==> src/source/uart_pkg.sv <==
`default_nettype none

package uart_pkg;

	localparam int DATA_WIDTH = 8; // data bits per frame
	localparam int FRAME_BITS = DATA_WIDTH + 3; // start + data + parity + stop
	localparam int SYNC_STAGES = 3; // flops on the incoming line

	localparam logic START_BIT = 1'b0; // line level of the start bit
	localparam logic STOP_BIT = 1'b1; // stop bit, also the idle level

	// what the receiver hands out per frame
	typedef struct packed {
		logic [DATA_WIDTH-1:0] data; // received byte
		logic parity_err; // sampled parity disagrees with the data
		logic frame_err; // stop bit seen low
	} rx_result_t;

	// receiver FSM
	typedef enum logic [2:0] {
		ST_IDLE = 3'd0, // waiting for a falling line
		ST_START = 3'd1, // half bit wait, then recheck start
		ST_DATA = 3'd2, // eight data samples
		ST_PARITY = 3'd3, // parity sample
		ST_STOP = 3'd4 // stop sample and result write
	} rx_state_t;

	// parity bit for a byte
	// even parity gives an even count of ones over data plus parity
	function automatic logic parity_of(
		input logic [DATA_WIDTH-1:0] data,
		input logic odd
	);
		logic p;
		p = ^data; // xor reduce
		return p ^ odd; // flip for odd parity
	endfunction

endpackage

`default_nettype wire

==> src/source/uart_tx.sv <==
`timescale 1ns/1ps
`default_nettype none

module uart_tx #(
	parameter int CLOCKS_PER_BIT = 8, // cycles each serial bit is held
	parameter bit PARITY_ODD = 1'b0 // 0 even, 1 odd
) (
	input wire tx_clk,
	input wire reset_tx, // sync, active high
	input wire i_start, // one cycle request
	input wire [uart_pkg::DATA_WIDTH-1:0] i_data, // byte captured with the request
	output logic o_busy, // high for the whole frame
	output logic o_serial // line out, idles high
);

	import uart_pkg::*;

	localparam int CNT_W = $clog2(CLOCKS_PER_BIT); // bit timer width
	localparam int IDX_W = $clog2(FRAME_BITS); // bit index width
	localparam logic [CNT_W-1:0] LAST_CNT = CNT_W'(CLOCKS_PER_BIT - 1);
	localparam logic [IDX_W-1:0] LAST_IDX = IDX_W'(FRAME_BITS - 1);

	logic [FRAME_BITS-1:0] frame; // full frame, bit 0 goes out first
	logic [FRAME_BITS-2:0] shift_q; // bits still to send after the current one
	logic [CNT_W-1:0] bit_cnt; // cycles spent in the current bit
	logic [IDX_W-1:0] bit_idx; // which of the 11 bits is on the line
	logic accept; // request taken this cycle
	logic bit_done; // last cycle of the current bit

	assign accept = i_start & ~o_busy; // strobes while busy are dropped
	assign bit_done = (bit_cnt == LAST_CNT);

	// stop, parity, data msb..lsb, start
	assign frame = {STOP_BIT, parity_of(i_data, PARITY_ODD), i_data, START_BIT};

	// busy, bit timer, bit index and the line register
	always_ff @(posedge tx_clk) begin
		if (reset_tx) begin
			o_busy <= 1'b0;
			o_serial <= STOP_BIT; // idle level
			bit_cnt <= '0;
			bit_idx <= '0;
		end else if (accept) begin
			o_busy <= 1'b1; // busy from the next cycle on
			o_serial <= frame[0]; // start bit goes out right away
			bit_cnt <= '0;
			bit_idx <= '0;
		end else if (o_busy) begin
			if (bit_done) begin
				bit_cnt <= '0; // next bit interval
				if (bit_idx == LAST_IDX) begin
					o_busy <= 1'b0; // stop bit finished
					o_serial <= STOP_BIT; // hold idle
				end else begin
					o_serial <= shift_q[0]; // present next bit
					bit_idx <= bit_idx + 1'b1;
				end
			end else begin
				bit_cnt <= bit_cnt + 1'b1;
			end
		end
	end

	// frame payload, lsb first
	always_ff @(posedge tx_clk) begin
		if (accept) begin
			shift_q <= frame[FRAME_BITS-1:1]; // everything behind the start bit
		end else if (o_busy && bit_done) begin
			shift_q <= {STOP_BIT, shift_q[FRAME_BITS-2:1]}; // fill with idle level
		end
	end

endmodule

`default_nettype wire

==> src/source/uart_rx.sv <==
`timescale 1ns/1ps
`default_nettype none

module uart_rx #(
	parameter int CLOCKS_PER_BIT = 8, // cycles per serial bit, even
	parameter bit PARITY_ODD = 1'b0 // 0 even, 1 odd
) (
	input wire tx_clk,
	input wire reset_tx, // sync, active high
	input wire i_serial, // asynchronous line in
	output logic o_valid, // one cycle per received frame
	output uart_pkg::rx_result_t o_result // held until the next pulse
);

	import uart_pkg::*;

	localparam int CNT_W = $clog2(CLOCKS_PER_BIT); // sample timer width
	localparam int BIT_W = $clog2(DATA_WIDTH); // data bit index width
	localparam logic [CNT_W-1:0] LAST_CNT = CNT_W'(CLOCKS_PER_BIT - 1);
	localparam logic [CNT_W-1:0] HALF_CNT = CNT_W'(CLOCKS_PER_BIT / 2 - 1);
	localparam logic [BIT_W-1:0] LAST_BIT = BIT_W'(DATA_WIDTH - 1);

	logic [SYNC_STAGES-1:0] sync_q; // line synchronizer chain
	logic rx_line; // synchronized line
	logic line_q; // line one cycle earlier
	logic line_fall; // high to low on the synchronized line
	rx_state_t state; // receive FSM
	logic [CNT_W-1:0] bit_cnt; // cycles since the last sample point
	logic [BIT_W-1:0] bit_idx; // data bits gathered so far
	logic [DATA_WIDTH-1:0] data_q; // incoming byte, shifted in from the top
	logic parity_q; // sampled parity bit
	logic sample; // sample point in the current state

	assign rx_line = sync_q[SYNC_STAGES-1];
	assign line_fall = line_q & ~rx_line;

	// half a bit after the edge, then a full bit apart
	assign sample = (state == ST_START) ? (bit_cnt == HALF_CNT) : (bit_cnt == LAST_CNT);

	// synchronizer and edge history start at idle level
	always_ff @(posedge tx_clk) begin
		if (reset_tx) begin
			sync_q <= '1;
			line_q <= 1'b1;
		end else begin
			sync_q <= {sync_q[SYNC_STAGES-2:0], i_serial};
			line_q <= rx_line;
		end
	end

	always_ff @(posedge tx_clk) begin
		if (reset_tx) begin
			state <= ST_IDLE;
			bit_cnt <= '0;
			bit_idx <= '0;
			o_valid <= 1'b0;
			o_result <= '0;
		end else begin
			o_valid <= 1'b0; // pulse only

			if (state == ST_IDLE || sample) begin
				bit_cnt <= '0; // restart the timer at each sample
			end else begin
				bit_cnt <= bit_cnt + 1'b1;
			end

			case (state)
				ST_IDLE: begin
					if (line_fall) begin
						state <= ST_START; // possible start bit
					end
				end
				ST_START: begin
					if (sample) begin
						bit_idx <= '0;
						// a glitch that went high again is not a frame
						state <= (rx_line == START_BIT) ? ST_DATA : ST_IDLE;
					end
				end
				ST_DATA: begin
					if (sample) begin
						bit_idx <= bit_idx + 1'b1;
						if (bit_idx == LAST_BIT) begin
							state <= ST_PARITY; // all eight in
						end
					end
				end
				ST_PARITY: begin
					if (sample) begin
						state <= ST_STOP;
					end
				end
				ST_STOP: begin
					if (sample) begin
						o_valid <= 1'b1;
						o_result.data <= data_q;
						o_result.parity_err <= (parity_q != parity_of(data_q, PARITY_ODD));
						o_result.frame_err <= (rx_line != STOP_BIT); // low stop bit
						state <= ST_IDLE; // ready for the next falling edge
					end
				end
				default: begin
					state <= ST_IDLE; // unused encodings
				end
			endcase
		end
	end

	// data and parity capture at the sample points
	always_ff @(posedge tx_clk) begin
		if (sample && state == ST_DATA) begin
			data_q <= {rx_line, data_q[DATA_WIDTH-1:1]}; // lsb arrives first
		end
		if (sample && state == ST_PARITY) begin
			parity_q <= rx_line;
		end
	end

endmodule

`default_nettype wire

==> src/source/uart_top.sv <==
`timescale 1ns/1ps
`default_nettype none

module uart_top #(
	parameter int CLOCKS_PER_BIT = 8, // even, 4 or more
	parameter bit PARITY_ODD = 1'b0 // 0 even, 1 odd
) (
	input wire tx_clk,
	input wire reset_tx, // sync, active high
	input wire i_tx_start, // one cycle send request
	input wire [uart_pkg::DATA_WIDTH-1:0] i_tx_data, // byte to send
	output wire o_tx_busy, // frame in progress
	output wire o_serial, // transmit line
	input wire i_serial, // receive line
	output wire o_rx_valid, // frame received
	output wire uart_pkg::rx_result_t o_rx_result // byte and error flags
);

	// transmit half
	uart_tx #(
		.CLOCKS_PER_BIT(CLOCKS_PER_BIT),
		.PARITY_ODD(PARITY_ODD)
	) tx0 (
		.tx_clk(tx_clk),
		.reset_tx(reset_tx),
		.i_start(i_tx_start),
		.i_data(i_tx_data),
		.o_busy(o_tx_busy),
		.o_serial(o_serial)
	);

	// receive half, its line comes from outside
	uart_rx #(
		.CLOCKS_PER_BIT(CLOCKS_PER_BIT),
		.PARITY_ODD(PARITY_ODD)
	) rx0 (
		.tx_clk(tx_clk),
		.reset_tx(reset_tx),
		.i_serial(i_serial),
		.o_valid(o_rx_valid),
		.o_result(o_rx_result)
	);

endmodule

`default_nettype wire

==> config.mk <==
export PLATFORM = sky130hd
export DESIGN_NAME = uart_top
export DESIGN_NICKNAME = d
export VERILOG_FILES = /design/src/source/uart_pkg.sv /design/src/source/uart_tx.sv /design/src/source/uart_rx.sv /design/src/source/uart_top.sv
export SDC_FILE = /design/constraint.sdc
export NUM_CORES = 1
export LEC_CHECK = 0
export BUFFER_PORTS_ARGS = -buffer_cell sky130_fd_sc_hd__buf_2
export CAP_MARGIN = 10
export CELL_PAD_IN_SITES_DETAIL_PLACEMENT = 2
export CELL_PAD_IN_SITES_GLOBAL_PLACEMENT = 2
export CORE_MARGIN = 5
export CORE_UTILIZATION = 37
export CTS_CLUSTER_SIZE = 28
export DETAILED_ROUTE_END_ITERATION = 10
export PLACE_DENSITY_LB_ADDON = 0.1
export SLEW_MARGIN = 20
export SYNTH_ARGS = -nofsm -noshare
export SYNTH_HDL_FRONTEND = slang
export SYNTH_SLANG_ARGS = --single-unit
==> constraint.sdc <==
create_clock -name tx_clk -period 1.84 [get_ports tx_clk]
set_clock_uncertainty 0.1 [all_clocks]
set_input_delay 0.552 -clock tx_clk [delete_from_list [all_inputs] [get_ports tx_clk]]
set_output_delay 0.552 -clock tx_clk [all_outputs]
set_load 0.01 [all_outputs]
# Word-level counts from Yosys, hierarchy flattened
# Index checks and enable logic that the tools add are counted.
dict set report classes {
  addsub 4
  eq_ne 16
  muxes 23
  bitwise 6
  reduce_logical 19
}
# op n
set ops {}
lappend ops {{3-bit two-way mux} 8}
lappend ops {{9-bit two-way mux} 2}
lappend ops {{8-bit parity} 2}
lappend ops {{3-bit one-hot mux with 5 select lines} 1}
lappend ops {{3-bit == test, second input constant} 4}
lappend ops {{2-bit by 1-bit != test with 1-bit output, second input constant} 6}
lappend ops {{1-bit two-way mux} 10}
lappend ops {{3-bit by 1-bit adder with 3-bit output, second input constant} 3}
lappend ops {{3-bit by 2-bit == test with 1-bit output, second input constant} 3}
lappend ops {{2-bit nonzero test} 4}
lappend ops {{3-bit one-hot mux with 2 select lines} 1}
lappend ops {{3-bit AND reduction} 2}
lappend ops {{6-bit AND reduction} 1}
lappend ops {{2-bit OR reduction} 3}
lappend ops {{4-bit by 1-bit adder with 4-bit output, second input constant} 1}
lappend ops {{4-bit == test, second input constant} 1}
lappend ops {{1-bit NOT} 4}
lappend ops {{2-bit AND reduction} 2}
lappend ops {{3-bit by 1-bit == test with 1-bit output, second input constant} 1}
lappend ops {{1-bit logical AND} 3}
lappend ops {{3-bit zero test} 1}
lappend ops {{1-bit AND} 2}
lappend ops {{2-bit two-way mux} 1}
lappend ops {{1-bit logical OR} 1}
lappend ops {{1-bit != test} 1}
dict set report totals {
  regBits 51
  inputBits 12
  out_inout_bits 13
  wordCells 84
}

# Depth between registers and ports, before layout
# Gate-level depths: netlist (run 1).
dict set report depth {
  depth_word 5
  depth_mapped 7
}

# Cells and area by module
# A second synthesis (run 1) with hierarchy kept.
dict set report hier_totals {
  cells_unflattened 215
  hier_area_um2 2199.6
}
# mod n_inst cells_per_inst area_each_um2 seq_area_each_um2
set by_module_without_submodules {}
lappend by_module_without_submodules {uart_rx 1 122 1313.8 750.7}
lappend by_module_without_submodules {uart_tx 1 93 885.8 450.4}

# Worst setup path after synthesis (run 1)
# Ideal clock, no wire load.
dict set report synth_path {
  kind {reg-to-reg}
  from {register rx0.bit_cnt[0]}
  to {register rx0.data_q[0], enable pin}
  setup_ns 0.376
  arrival_ns 1.186
  required_ns 1.364
  slack_ns 0.178
  stages_incl_launch_ff 5
  n_path_buf 0
  synth_period_minus_slack_ns 1.662
  path_cell_list {dfxtp_1 > ha_1 > and2_4 > nand2_1 > nor3_2}
}
dict set report synth_between {
  elab_chain_cells 3
  elab_cells_between_ends 4
  cone_classes {eq/ne: 2; mux: 1; reduce/logical: 1}
}
# item line_no
set synth_lines {}
lappend synth_lines {{from (decl)} uart_rx.sv:28} ;# logic [CNT_W-1:0] bit_cnt;
lappend synth_lines {{from (signal assigned)} uart_rx.sv:64} ;# bit_cnt <= bit_cnt + 1'b1;
lappend synth_lines {{3-bit == test / 3-bit by 2-bit == test with 1-bit output (equally long branches)} uart_rx.sv:38} ;# assign sample = (state == ST_START) ? (bit_cnt == HALF_CNT) : (bit_cnt == LAST_CNT);
lappend synth_lines {{1-bit two-way mux (*)} uart_rx.sv:38}
lappend synth_lines {{1-bit logical AND (*)} uart_rx.sv:111} ;# if (sample && state == ST_DATA) begin
lappend synth_lines {{to (signal assigned)} uart_rx.sv:112} ;# data_q <= {rx_line, data_q[DATA_WIDTH-1:1]};
lappend synth_lines {{to (decl)} uart_rx.sv:30} ;# logic [DATA_WIDTH-1:0] data_q;
# Every way passes the cells marked *; elsewhere a longest branch is shown, timed or not.
# A chain may end at the register's enable or synchronous reset.

# Worst setup path after layout (run 1)
dict set report layout_path {
  from {register tx0.bit_idx[0]}
  to {register tx0.bit_idx[1]}
}
dict set report layout_between {
  elab_chain_cells 3
  elab_cells_between_ends 4
  cone_classes {add/sub: 1; eq/ne: 1; bitwise: 1; reduce/logical: 1}
}
# item line_no
set layout_lines {}
lappend layout_lines {{from (decl)} uart_tx.sv:26} ;# logic [IDX_W-1:0] bit_idx;
lappend layout_lines {{from (signal assigned)} uart_tx.sv:56} ;# bit_idx <= bit_idx + 1'b1;
lappend layout_lines {{branches (longest 3 deep; another with 4-bit by 1-bit adder with 4-bit output)} n/a}
# Parallel ways; which one is timed is not known.

==> out/metrics.yaml, run 1 <==
outcome: "finished clean"
tightest_slew_ns: 0.439
max_freq_mhz: 584
fill_cells: 619
place_worst_setup_slack_ns: 0.0549
r2r-end: "tx0.bit_idx[1]"
num_vias: 1550
dieArea_sq_mm: 0.00761
synth_area_sq_mm: 0.00221
drive_above_1_share: 0.203
fin_setup_tns_ns: 0
r2r-start: "tx0.bit_idx[0]"
final_cell_mix: "dfxtp_1, nand2_1, nor2_1, buf_2, edfxtp_1"
start_util: 0.377
yosys.area_share.simple: 0.186
internal_power_mw: 1.54
cp-start-kind: "flop"
remaining_drc_errors: 0
endpoint_kind: "flop"
synthAdderAreaFrac: 0.0397
pin_count: 25
antenna_found_initial: 0
vias_per_cell: 4.97
finalSetupViolCount: 0
hold_viol: 0
final_common_cell: "dfxtp_1"
numCtsBuffers: 5
post_drt_wl_per_cell_microns: 15.6
synth-xor-area-share: 0.0737
ant_nets: 0
antennaDiodeCount: 0
syn_avg_cell_area_sq_um: 10.6
r2r_slack_ns: 0.13
final_util: 0.430
grt_pass1_vias: 1758
final_nets: 255
post-cts-setup-buffers: 0
grt_usage: 0.139
synthCells: 209
leakage_nw: 1.07
clk_pin_slew_worst_paths_ns: 0.09
synth.area.mux_share: 0.0589
die_x_microns: 87.3
rsz0062_at_grt: "false"
ys_seq_elements: 51
cap_violations: 0
h-tree-depth: 2
r2r_cells: 6
setup_ws_ns: 0.127
dp_hpwl_mm: 3.70
seqCellArea_sq_mm: 0.00120
relSlewSlack: 0.703
syn_to_final_growth_pct: 13.9
worstHoldPathType: "flop to flop"
grt_max_degree: 20
required_ns: 1.93
pwr-share-seq: 0.600
min_period_ns: 1.71
switchingPower_uw: 501
ys_seq_area_frac: 0.544
clock-sinks: 51
synth-compound-area-share: 0.0714
die-height_microns: 87.3
yosysWarningCount: 0
drtIter0Drc: 41
rows: 28
multi_input_area_sq_um: 960
swShare: 0.245
startpoint: "tx0.bit_idx[0]"
grt_pass1_wl_mm: 8.34
place_congestion: 0.784
wl_mm: 4.87
arrival_ns: 1.80
first_pass_iters: 4
ir_drop_mv: 0.295
pwr_density_cell_mw_per_mm2: 813
p_comb_frac: 0.091
cts-root-buf: "clkbuf_8"
synth_top_family_by_area: "simple AND/OR/NAND/NOR gates"
grt-ovfl-total: 0
cts_tree: "yes"
slew_viol_final: 0
period_share: 0.931
worstPathMaxFanout: 4
cp-endpoint: "tx0.bit_idx[1]"
synth_fp_nets: 228
coreArea_sq_mm: 0.00585
p_clk_frac: 0.308
crit_type: "flop to flop"
ys_types: 41
portBuffers: 24
cts_buffer_depth: 2
insertion_delay_ns: 0.30
metrics by stage:
step           cells  instance area (sq um)  hold WS [ns]  power (mW)
2_1_floorplan    209                   2210         0.289        1.38
3_3_place_gp     304                   2420         0.293        1.43
3_5_place_dp     304                   2420         0.301        1.45
4_1_cts          312                   2500         0.323        2.07
5_1_grt          312                   2510         0.314        2.15
6_report         312                   2510         0.324        2.04
power groups by stage:
| stage | combinational, mW | clock, mW | sequential (mW) |
|---|---|---|---|
| 6_report | 0.187 | 0.631 | 1.23 |
| 5_1_grt | 0.213 | 0.701 | 1.23 |
| 4_1_cts | 0.193 | 0.653 | 1.23 |
| 3_5_place_dp | 0.193 | 0 | 1.25 |
| 3_3_place_gp | 0.179 | 0 | 1.25 |
| 2_1_floorplan | 0.141 | 0 | 1.24 |
worst max-delay path, stage by stage, from the launching register on:
cell and delay, ns:
dfxtp_1 0.42, inv_1 0.07, ha_1 0.21, and3b_1 0.24, nor2_4 0.14, nor2_1 0.06, a2111oi_1 0.36
synth_stat cells, drive strengths merged:
cell type  instances  area share
a21oi              7       0.018
or2                5       0.014
and2               2      0.0068
inv                3      0.0051
a31oi              1      0.0028
or2b               1      0.0034
xnor3              1       0.010
nor2              29       0.050
dfxtp             33        0.30
ha                 7       0.040
a211oi             1      0.0034
xor2               2      0.0079
nand2             32       0.054
o21a               2       0.010
a21boi             1      0.0034
xnor2             14       0.056
edfxtp            18        0.24
a2111oi            1      0.0045
o32a               1      0.0045
nand3              1      0.0023
o311ai             1      0.0040
nand3b             1      0.0034
mux2i             13       0.059
nor3b              4       0.014
o31ai              1      0.0096
and3b              1      0.0040
nand2b             4       0.011
a22oi              2      0.0068
nand4              1      0.0028
clkbuf             5      0.0085
o21ai              2      0.0045
nor3               4       0.011
buf                5       0.012
nor2b              3      0.0085
state kept, by name, indices dropped and copies added, names as in the netlist:
name          cells
rx0.sync_q        3
tx0.o_serial      1
rx0.parity_q      1
rx0.bit_idx       3
rx0.o_valid       1
rx0.bit_cnt       3
rx0.data_q        8
tx0.shift_q       9
tx0.bit_idx       4
rx0.state         3
tx0.o_busy        1
rx0.o_result     10
tx0.bit_cnt       3
rx0.line_q        1
what timing repair did:
item | 4_1_cts | 5_1_grt
setup endpoints to repair | 0 | 2
hold buffers | 0 | 0
gates resized for setup | 0 | 3
logic make-up after synthesis:
logic type,count (synthesis)
buf+inv,13
flops,51
compound gates,20
fa+ha+maj,7
simple gates,88
xor+xnor,17
mux,13
cell type report:
class,instances,area share
Timing Repair Buffer,30,0.0657
Inverter,3,0.00448
Clock inverter,3,0.00597
Multi-Input combinational cell,145,0.382
Clock buffer,5,0.0274
Tap cell,75,0.0373
Sequential cell,51,0.478
how the worst min path moves through the flow:
stage,from,to,cells past startpoint
after floorplan,rx0.sync_q[0],rx0.sync_q[1],1
after global placement,rx0.sync_q[0],rx0.sync_q[1],1
after detailed placement,rx0.sync_q[0],rx0.sync_q[1],1
after CTS,i_serial,rx0.sync_q[0],2
after global routing,i_serial,rx0.sync_q[0],2
final,rx0.sync_q[0],rx0.sync_q[1],1
per-layer routing:
layer / wire length, microns / track usage / vias up
met2: 2670 / 0.262 / 22
li1: - / - / 754
met4: 51 / 0.0335 / 0
met3: 160 / 0.0350 / 5
met1: 1990 / 0.155 / 769
met5: 0 / 0 / -
Power figures use the tool's default switching activity.
==> inputs of run 2 (changes only) <==
--- a/config.mk
+++ b/config.mk
@@ -17,4 +17,5 @@
 export SLEW_MARGIN = 20
 export SYNTH_ARGS = -nofsm -noshare
 export SYNTH_HDL_FRONTEND = slang
+export SYNTH_HIERARCHICAL = 1
 export SYNTH_SLANG_ARGS = --single-unit
==> run 2 against run 1 <==
  * Critical path type is now flop to output pin
  * Critical endpoint is now o_tx_busy
  * Power down 4.3%
  * Largest cell class unchanged
  * Global-route usage up 0.79 points
  * Maximum frequency up 1.5%
  * First-iteration DRC count up 34%
  * Synthesized area down 0.40%
  * Largest power group unchanged
  * Synthesized cell count up 2.9%
  * Routed wire length up 4.8%
==> out/metrics.yaml, run 2 <==
holdBufCountCts: 0  # unchanged
r2r_cells: 4  # -2
h-tree-depth: 2  # unchanged
numCtsBuffers: 5  # unchanged
synth_top_family_by_area: "simple AND/OR/NAND/NOR gates"
topRoutingLayerUsed: "met4"
r2r_slack_ns: 0.16  # +0.03 ns
wl_met2_mm: 2.64  # -1.2%
synth-xor-area-share: 0.0683  # -0.00540
dieArea_sq_mm: 0.00759  # -0.34%
async_reset_ff_frac: 0  # unchanged
vias_per_cell: 4.98  # +0.27%
ys_top_cells_by_area: "dfxtp_1, edfxtp_1, nand2_1, ha_1, xnor2_1"
largest_reg_flops: 10  # unchanged
first_pass_iters: 4  # unchanged
synthCells: 215  # +2.9%
ys_seq_elements: 51  # unchanged
post-cts-setup-buffers: 0  # unchanged
setup_ws_ns: 0.153  # +0.0261 ns
leakage_nw: 1.01  # -5.8%
synth_common_cells: "nand2_1, dfxtp_1, edfxtp_1, nor2_1, a21oi_1"
drive_above_1_share: 0.206  # +0.00311
synth-compound-area-share: 0.0899  # +0.0185
cts_resized: 0  # unchanged
portBuffers: 24  # unchanged
rows: 28  # unchanged
wl_mm: 5.11  # +4.8%
post_drt_wl_per_cell_microns: 15.8  # +1.2%
final_cell_mix: "nand2_1, dfxtp_1, buf_2, nor2_1, edfxtp_1"
drtIter0Drc: 55  # +34%
grt_max_degree: 20  # unchanged
die-height_microns: 87.1  # -0.17%
startpoint: "tx0/o_busy"
cp.depth: 1  # -5
ys_seq_area_frac: 0.546  # +0.00217
ir_drop_mv: 0.380  # +29%
pin_count: 25  # unchanged
synth-edff-count: 18  # unchanged
synthAdderAreaFrac: 0.0455  # +0.00585
finalSetupViolCount: 0  # unchanged
grt-ovfl-total: 0  # unchanged
relSlewSlack: 0.698  # -0.00498
cp-endpoint: "o_tx_busy"
yosysWarningCount: 6  # +6
crit_type: "flop to output pin"
grt_pass1_wl_mm: 8.69  # +4.2%
reg.largest.list: "rx0/o_result: 10 flops, tx0/shift_q: 9 flops, rx0/data_q: 8 flops"
antennaDiodeCount: 0  # unchanged
worstPathMaxFanout: 9  # +5
synth_top_cell_area_share: 0.300  # +0.00119
cap_violations: 0  # unchanged
worstHoldPathType: "input pin to flop"
start_util: 0.376  # -0.00150
yosys.area_share.simple: 0.217  # +0.0303
pwr_density_cell_mw_per_mm2: 774  # -4.8%
ys_types: 47  # +15%
dp_hpwl_mm: 3.91  # +5.6%
period_share: 0.917  # -0.0142
cp-start-kind: "flop"
die_x_microns: 87.1  # -0.17%
endpoint_kind: "output pin"
antenna_found_initial: 0  # unchanged
cts_buffer_depth: 2  # unchanged
met1_length_mm: 2.25  # +13%
cpPeakStageDelay_ns: 0.53  # +0.11 ns
outcome: "finished clean"
critPathBufInv: 1  # unchanged
num_vias: 1609  # +3.8%
grt_usage: 0.147  # +0.00793
syn_to_final_growth_pct: 15.0
clock-sinks: 51  # unchanged
r2r-start: "tx0/bit_cnt[0]"
crit_slowest_cell: "dfxtp_1"
max_freq_mhz: 593  # +1.5%
arrival_ns: 1.03  # -0.77 ns
tightest_slew_ns: 0.447  # +0.00831 ns
top_register: "rx0/o_result"
final_nets: 267  # +4.7%
cp_cell_sequence: "buf_2"
synth-main-ff-cell: "dfxtp_1"
remaining_drc_errors: 0  # unchanged
synth_fp_nets: 235  # +3.1%
insertion_delay_ns: 0.30  # about the same
place_congestion: 0.738  # -5.8%
rsz0062_at_grt: "false"
slew_viol_final: 0  # unchanged
r2r-end: "tx0/shift_q[4]"
min_period_ns: 1.69  # -0.0261 ns
ant_nets: 0  # unchanged
critPathTopFamily: "flip-flops"
place_worst_setup_slack_ns: 0.0985  # +0.0435 ns
route.met3.wl_microns: 170  # +6.3%
fin_setup_tns_ns: 0  # unchanged
required_ns: 1.19  # -0.74 ns
cts-root-buf: "clkbuf_8"
hold_viol: 0  # unchanged
syn_avg_cell_area_sq_um: 10.2  # -3.2%
synth_area_sq_mm: 0.00220  # -0.40%
grt_pass1_vias: 1777  # +1.1%
clk_pin_slew_worst_paths_ns: 0.09  # about the same
cts_tree: "yes"
synth_top_area_cell: "dfxtp_1"
coreArea_sq_mm: 0.00585  # unchanged
synth.area.mux_share: 0.00455  # -0.0544
final_common_cell: "nand2_1"
yosys.cell_count.top_type: "nand2_1"
run 2: cell type report:
| cell class | count | area, sq um |
|---|---|---|
| fill | 634 | 3320 |
| sequential | 51 | 1200 |
| multi-input combinational | 152 | 943 |
| timing repair buffer | 35 | 203 |
| tap | 75 | 93.8 |
| clock buffer | 8 | 80.1 |
| inverter | 2 | 7.51 |
run 2: per-layer routing:
metal  global-route usage  up-vias
met5                    0        -
met4               0.0377        0
met3               0.0341        5
met2                0.268       22
met1                0.174      791
li1                     -      791
run 2: worst min path at each step:
| stage | start | end | slack [ns] | cells after the start |
|---|---|---|---|---|
| floorplan | rx0/sync_q[0] | rx0/sync_q[1] | 0.29 | 1 |
| detailed placement | rx0/sync_q[0] | rx0/sync_q[1] | 0.30 | 1 |
| global route | i_serial | rx0/sync_q[0] | 0.32 | 2 |
| finish | i_serial | rx0/sync_q[0] | 0.33 | 2 |
| CTS | i_serial | rx0/sync_q[0] | 0.31 | 2 |
| global placement | rx0/sync_q[0] | rx0/sync_q[1] | 0.29 | 1 |
run 2: per-stage QoR:
stage | std cells | cell area, sq um | utilization | hold WS (ns) | power, mW
after floorplan | 215 | 2210 | - | 0.289 | 1.31
after global placement | 315 | 2450 | 0.419 | 0.295 | 1.35
after detailed placement | 315 | 2450 | 0.419 | 0.303 | 1.37
after CTS | 323 | 2530 | 0.432 | 0.314 | 2.00
after global routing | 323 | 2530 | 0.432 | 0.315 | 2.05
final | 323 | 2530 | 0.432 | 0.328 | 1.96
run 2: cells by family (layout without fill, tap and decap cells):
family | after synthesis | in the layout
AND/OR/NAND/NOR | 97 | 97
flip-flops | 51 | 51
AO/OA/AOI/OAI | 32 | 32
XOR/XNOR | 14 | 14
buffers and inverters | 12 | 45
adder cells (fa/ha/maj) | 8 | 8
multiplexers | 1 | 1
run 2: report_power, final:
| part | internal (mW) | leakage, nW | switching, mW | total, mW |
|---|---|---|---|---|
| registers | 1.19 | 0.433 | 0.0130 | 1.21 |
| logic | 0.0571 | 0.538 | 0.0777 | 0.135 |
| clock network | 0.271 | 0.0395 | 0.346 | 0.618 |
run 2: worst register-to-register path, stage by stage (launching register included):
cell,delay (ns)
dfxtp_1,0.36
ha_1,0.19
ha_1,0.20
nand2_2,0.12
nand2_1,0.38
==> inputs of run 3 (changes only) <==
--- a/config.mk
+++ b/config.mk
@@ -7,10 +7,11 @@
 export LEC_CHECK = 0
 export BUFFER_PORTS_ARGS = -buffer_cell sky130_fd_sc_hd__buf_2
 export CAP_MARGIN = 10
-export CELL_PAD_IN_SITES_DETAIL_PLACEMENT = 2
+export CELL_PAD_IN_SITES_DETAIL_PLACEMENT = 0
 export CELL_PAD_IN_SITES_GLOBAL_PLACEMENT = 2
 export CORE_MARGIN = 5
 export CORE_UTILIZATION = 37
+export CTS_CLUSTER_DIAMETER = 100
 export CTS_CLUSTER_SIZE = 28
 export DETAILED_ROUTE_END_ITERATION = 10
 export PLACE_DENSITY_LB_ADDON = 0.1
==> run 3 against run 2 <==
  * Utilization rose by 0.56 points
  * Via count fell by 4.0%
  * Critical path type unchanged
  * Die area did not move
  * Sequential power barely moved
  * First-iteration DRC count fell by 27%
  * Critical endpoint unchanged
==> out/metrics.yaml, run 3 (synthesis results as in run 2) <==
coreArea_sq_mm: 0.00585  # unchanged
place_congestion: 0.738  # unchanged
dieArea_sq_mm: 0.00759  # unchanged
critPathBufInv: 1  # unchanged
outcome: "finished clean"
hold_viol: 0  # unchanged
pin_count: 25  # unchanged
top_register: "rx0/o_result"
clk_pin_slew_worst_paths_ns: 0.09  # about the same
critPathTopFamily: "flip-flops"
start_util: 0.376  # unchanged
crit_type: "flop to output pin"
cpPeakStageDelay_ns: 0.52  # about the same
cts_tree: "yes"
rsz0062_at_grt: "false"
drtIter0Drc: 40  # -27%
dp_hpwl_mm: 3.01  # -23%
post-cts-setup-buffers: 0  # unchanged
cts_resized: 0  # unchanged
final_cell_mix: "nand2_1, dfxtp_1, buf_2, nor2_1, edfxtp_1"
antennaDiodeCount: 0  # unchanged
tightest_slew_ns: 0.436  # -0.0118 ns
final_util: 0.438  # +0.00556
fin_setup_tns_ns: 0  # unchanged
relSlewSlack: 0.706  # +0.00796
period_share: 0.899  # -0.0177
clock-sinks: 51  # unchanged
arrival_ns: 1.00  # -0.03 ns
ir_drop_mv: 0.399  # +5.0%
grt_pass1_wl_mm: 7.01  # -19%
vias_per_cell: 4.78  # -4.0%
design_area_sq_mm: 0.00256  # +1.3%
portBuffers: 24  # unchanged
cap_violations: 0  # unchanged
final_common_cell: "nand2_1"
post_drt_wl_per_cell_microns: 12.6  # -21%
largest_reg_flops: 10  # unchanged
slew_viol_final: 0  # unchanged
syn_to_final_growth_pct: 16.4
post_dp_cell_area_sq_mm: 0.00245  # unchanged
grt_pass1_vias: 1512  # -15%
reg.largest.list: "rx0/o_result: 10 flops, tx0/shift_q: 9 flops, rx0/data_q: 8 flops"
cts_buffer_depth: 2  # unchanged
holdBufCountCts: 0  # unchanged
cp-start-kind: "flop"
numCtsBuffers: 5  # unchanged
die-height_microns: 87.1  # unchanged
cts-root-buf: "clkbuf_8"
num_vias: 1544  # -4.0%
die_x_microns: 87.1  # unchanged
grt_max_degree: 20  # unchanged
insertion_delay_ns: 0.30  # about the same
rows: 28  # unchanged
pwr_density_cell_mw_per_mm2: 819  # +5.8%
drive_above_1_share: 0.218  # +0.0121
grt-ovfl-total: 0  # unchanged
worstPathMaxFanout: 9  # unchanged
min_period_ns: 1.65  # -0.0326 ns
remaining_drc_errors: 0  # unchanged
cp_cell_sequence: "buf_2"
grt_usage: 0.118  # -0.0298
antenna_found_initial: 0  # unchanged
worstHoldPathType: "flop to flop"
finalSetupViolCount: 0  # unchanged
max_freq_mhz: 605  # +2.0%
first_pass_iters: 4  # unchanged
h-tree-depth: 2  # unchanged
crit_slowest_cell: "dfxtp_1"
wl_mm: 4.06  # -21%
leakage_nw: 1.03  # +1.8%
ant_nets: 0  # unchanged
endpoint_kind: "output pin"
final_nets: 267  # unchanged
required_ns: 1.19  # about the same
## run 3: worst paths after layout
kind	depth (start not counted)	startpoint	end	slack (ns)
max reg2reg	4	tx0/bit_cnt[0]	tx0/shift_q[0]	0.19
min	1	rx0/sync_q[0]	rx0/sync_q[1]	0.32
max	1	tx0/o_busy	o_tx_busy	0.19
min reg2reg	1	rx0/sync_q[0]	rx0/sync_q[1]	0.32
## run 3: power by group
part	switching (mW)	total (mW)	internal, mW
clock network	0.361	0.766	0.405
registers	0.0127	1.20	1.19
logic	0.0705	0.128	0.0572
total	0.444	2.10	1.65
## run 3: metal layers
layer  routed length (microns)  vias to the layer above  GRT usage
li1                          -                      794          -
met1                      1900                      726      0.153
met2                      1960                       22      0.192
met3                       169                        2     0.0322
met4                        28                        0     0.0335
met5                         0                        -          0
## run 3: stage by stage
step	worst slack (ns)	hold slack [ns]	power, mW	cells
after global routing	0.0977	0.324	2.20	323
after floorplan	0.132	0.289	1.31	215
after global placement	0.221	0.295	1.35	315
after CTS	0.174	0.320	2.14	323
after detailed placement	0.193	0.297	1.36	315
final	0.186	0.319	2.10	323
## run 3: area by class of cell
cell class              instances  area, sq um
well taps                      75         93.8
inverters                       2         7.51
multi-input cells             152          943
fillers                       578         3290
repair buffers                 35          203
clock inverters                 3         43.8
clock buffers                   5         68.8
flip-flops and latches         51         1200
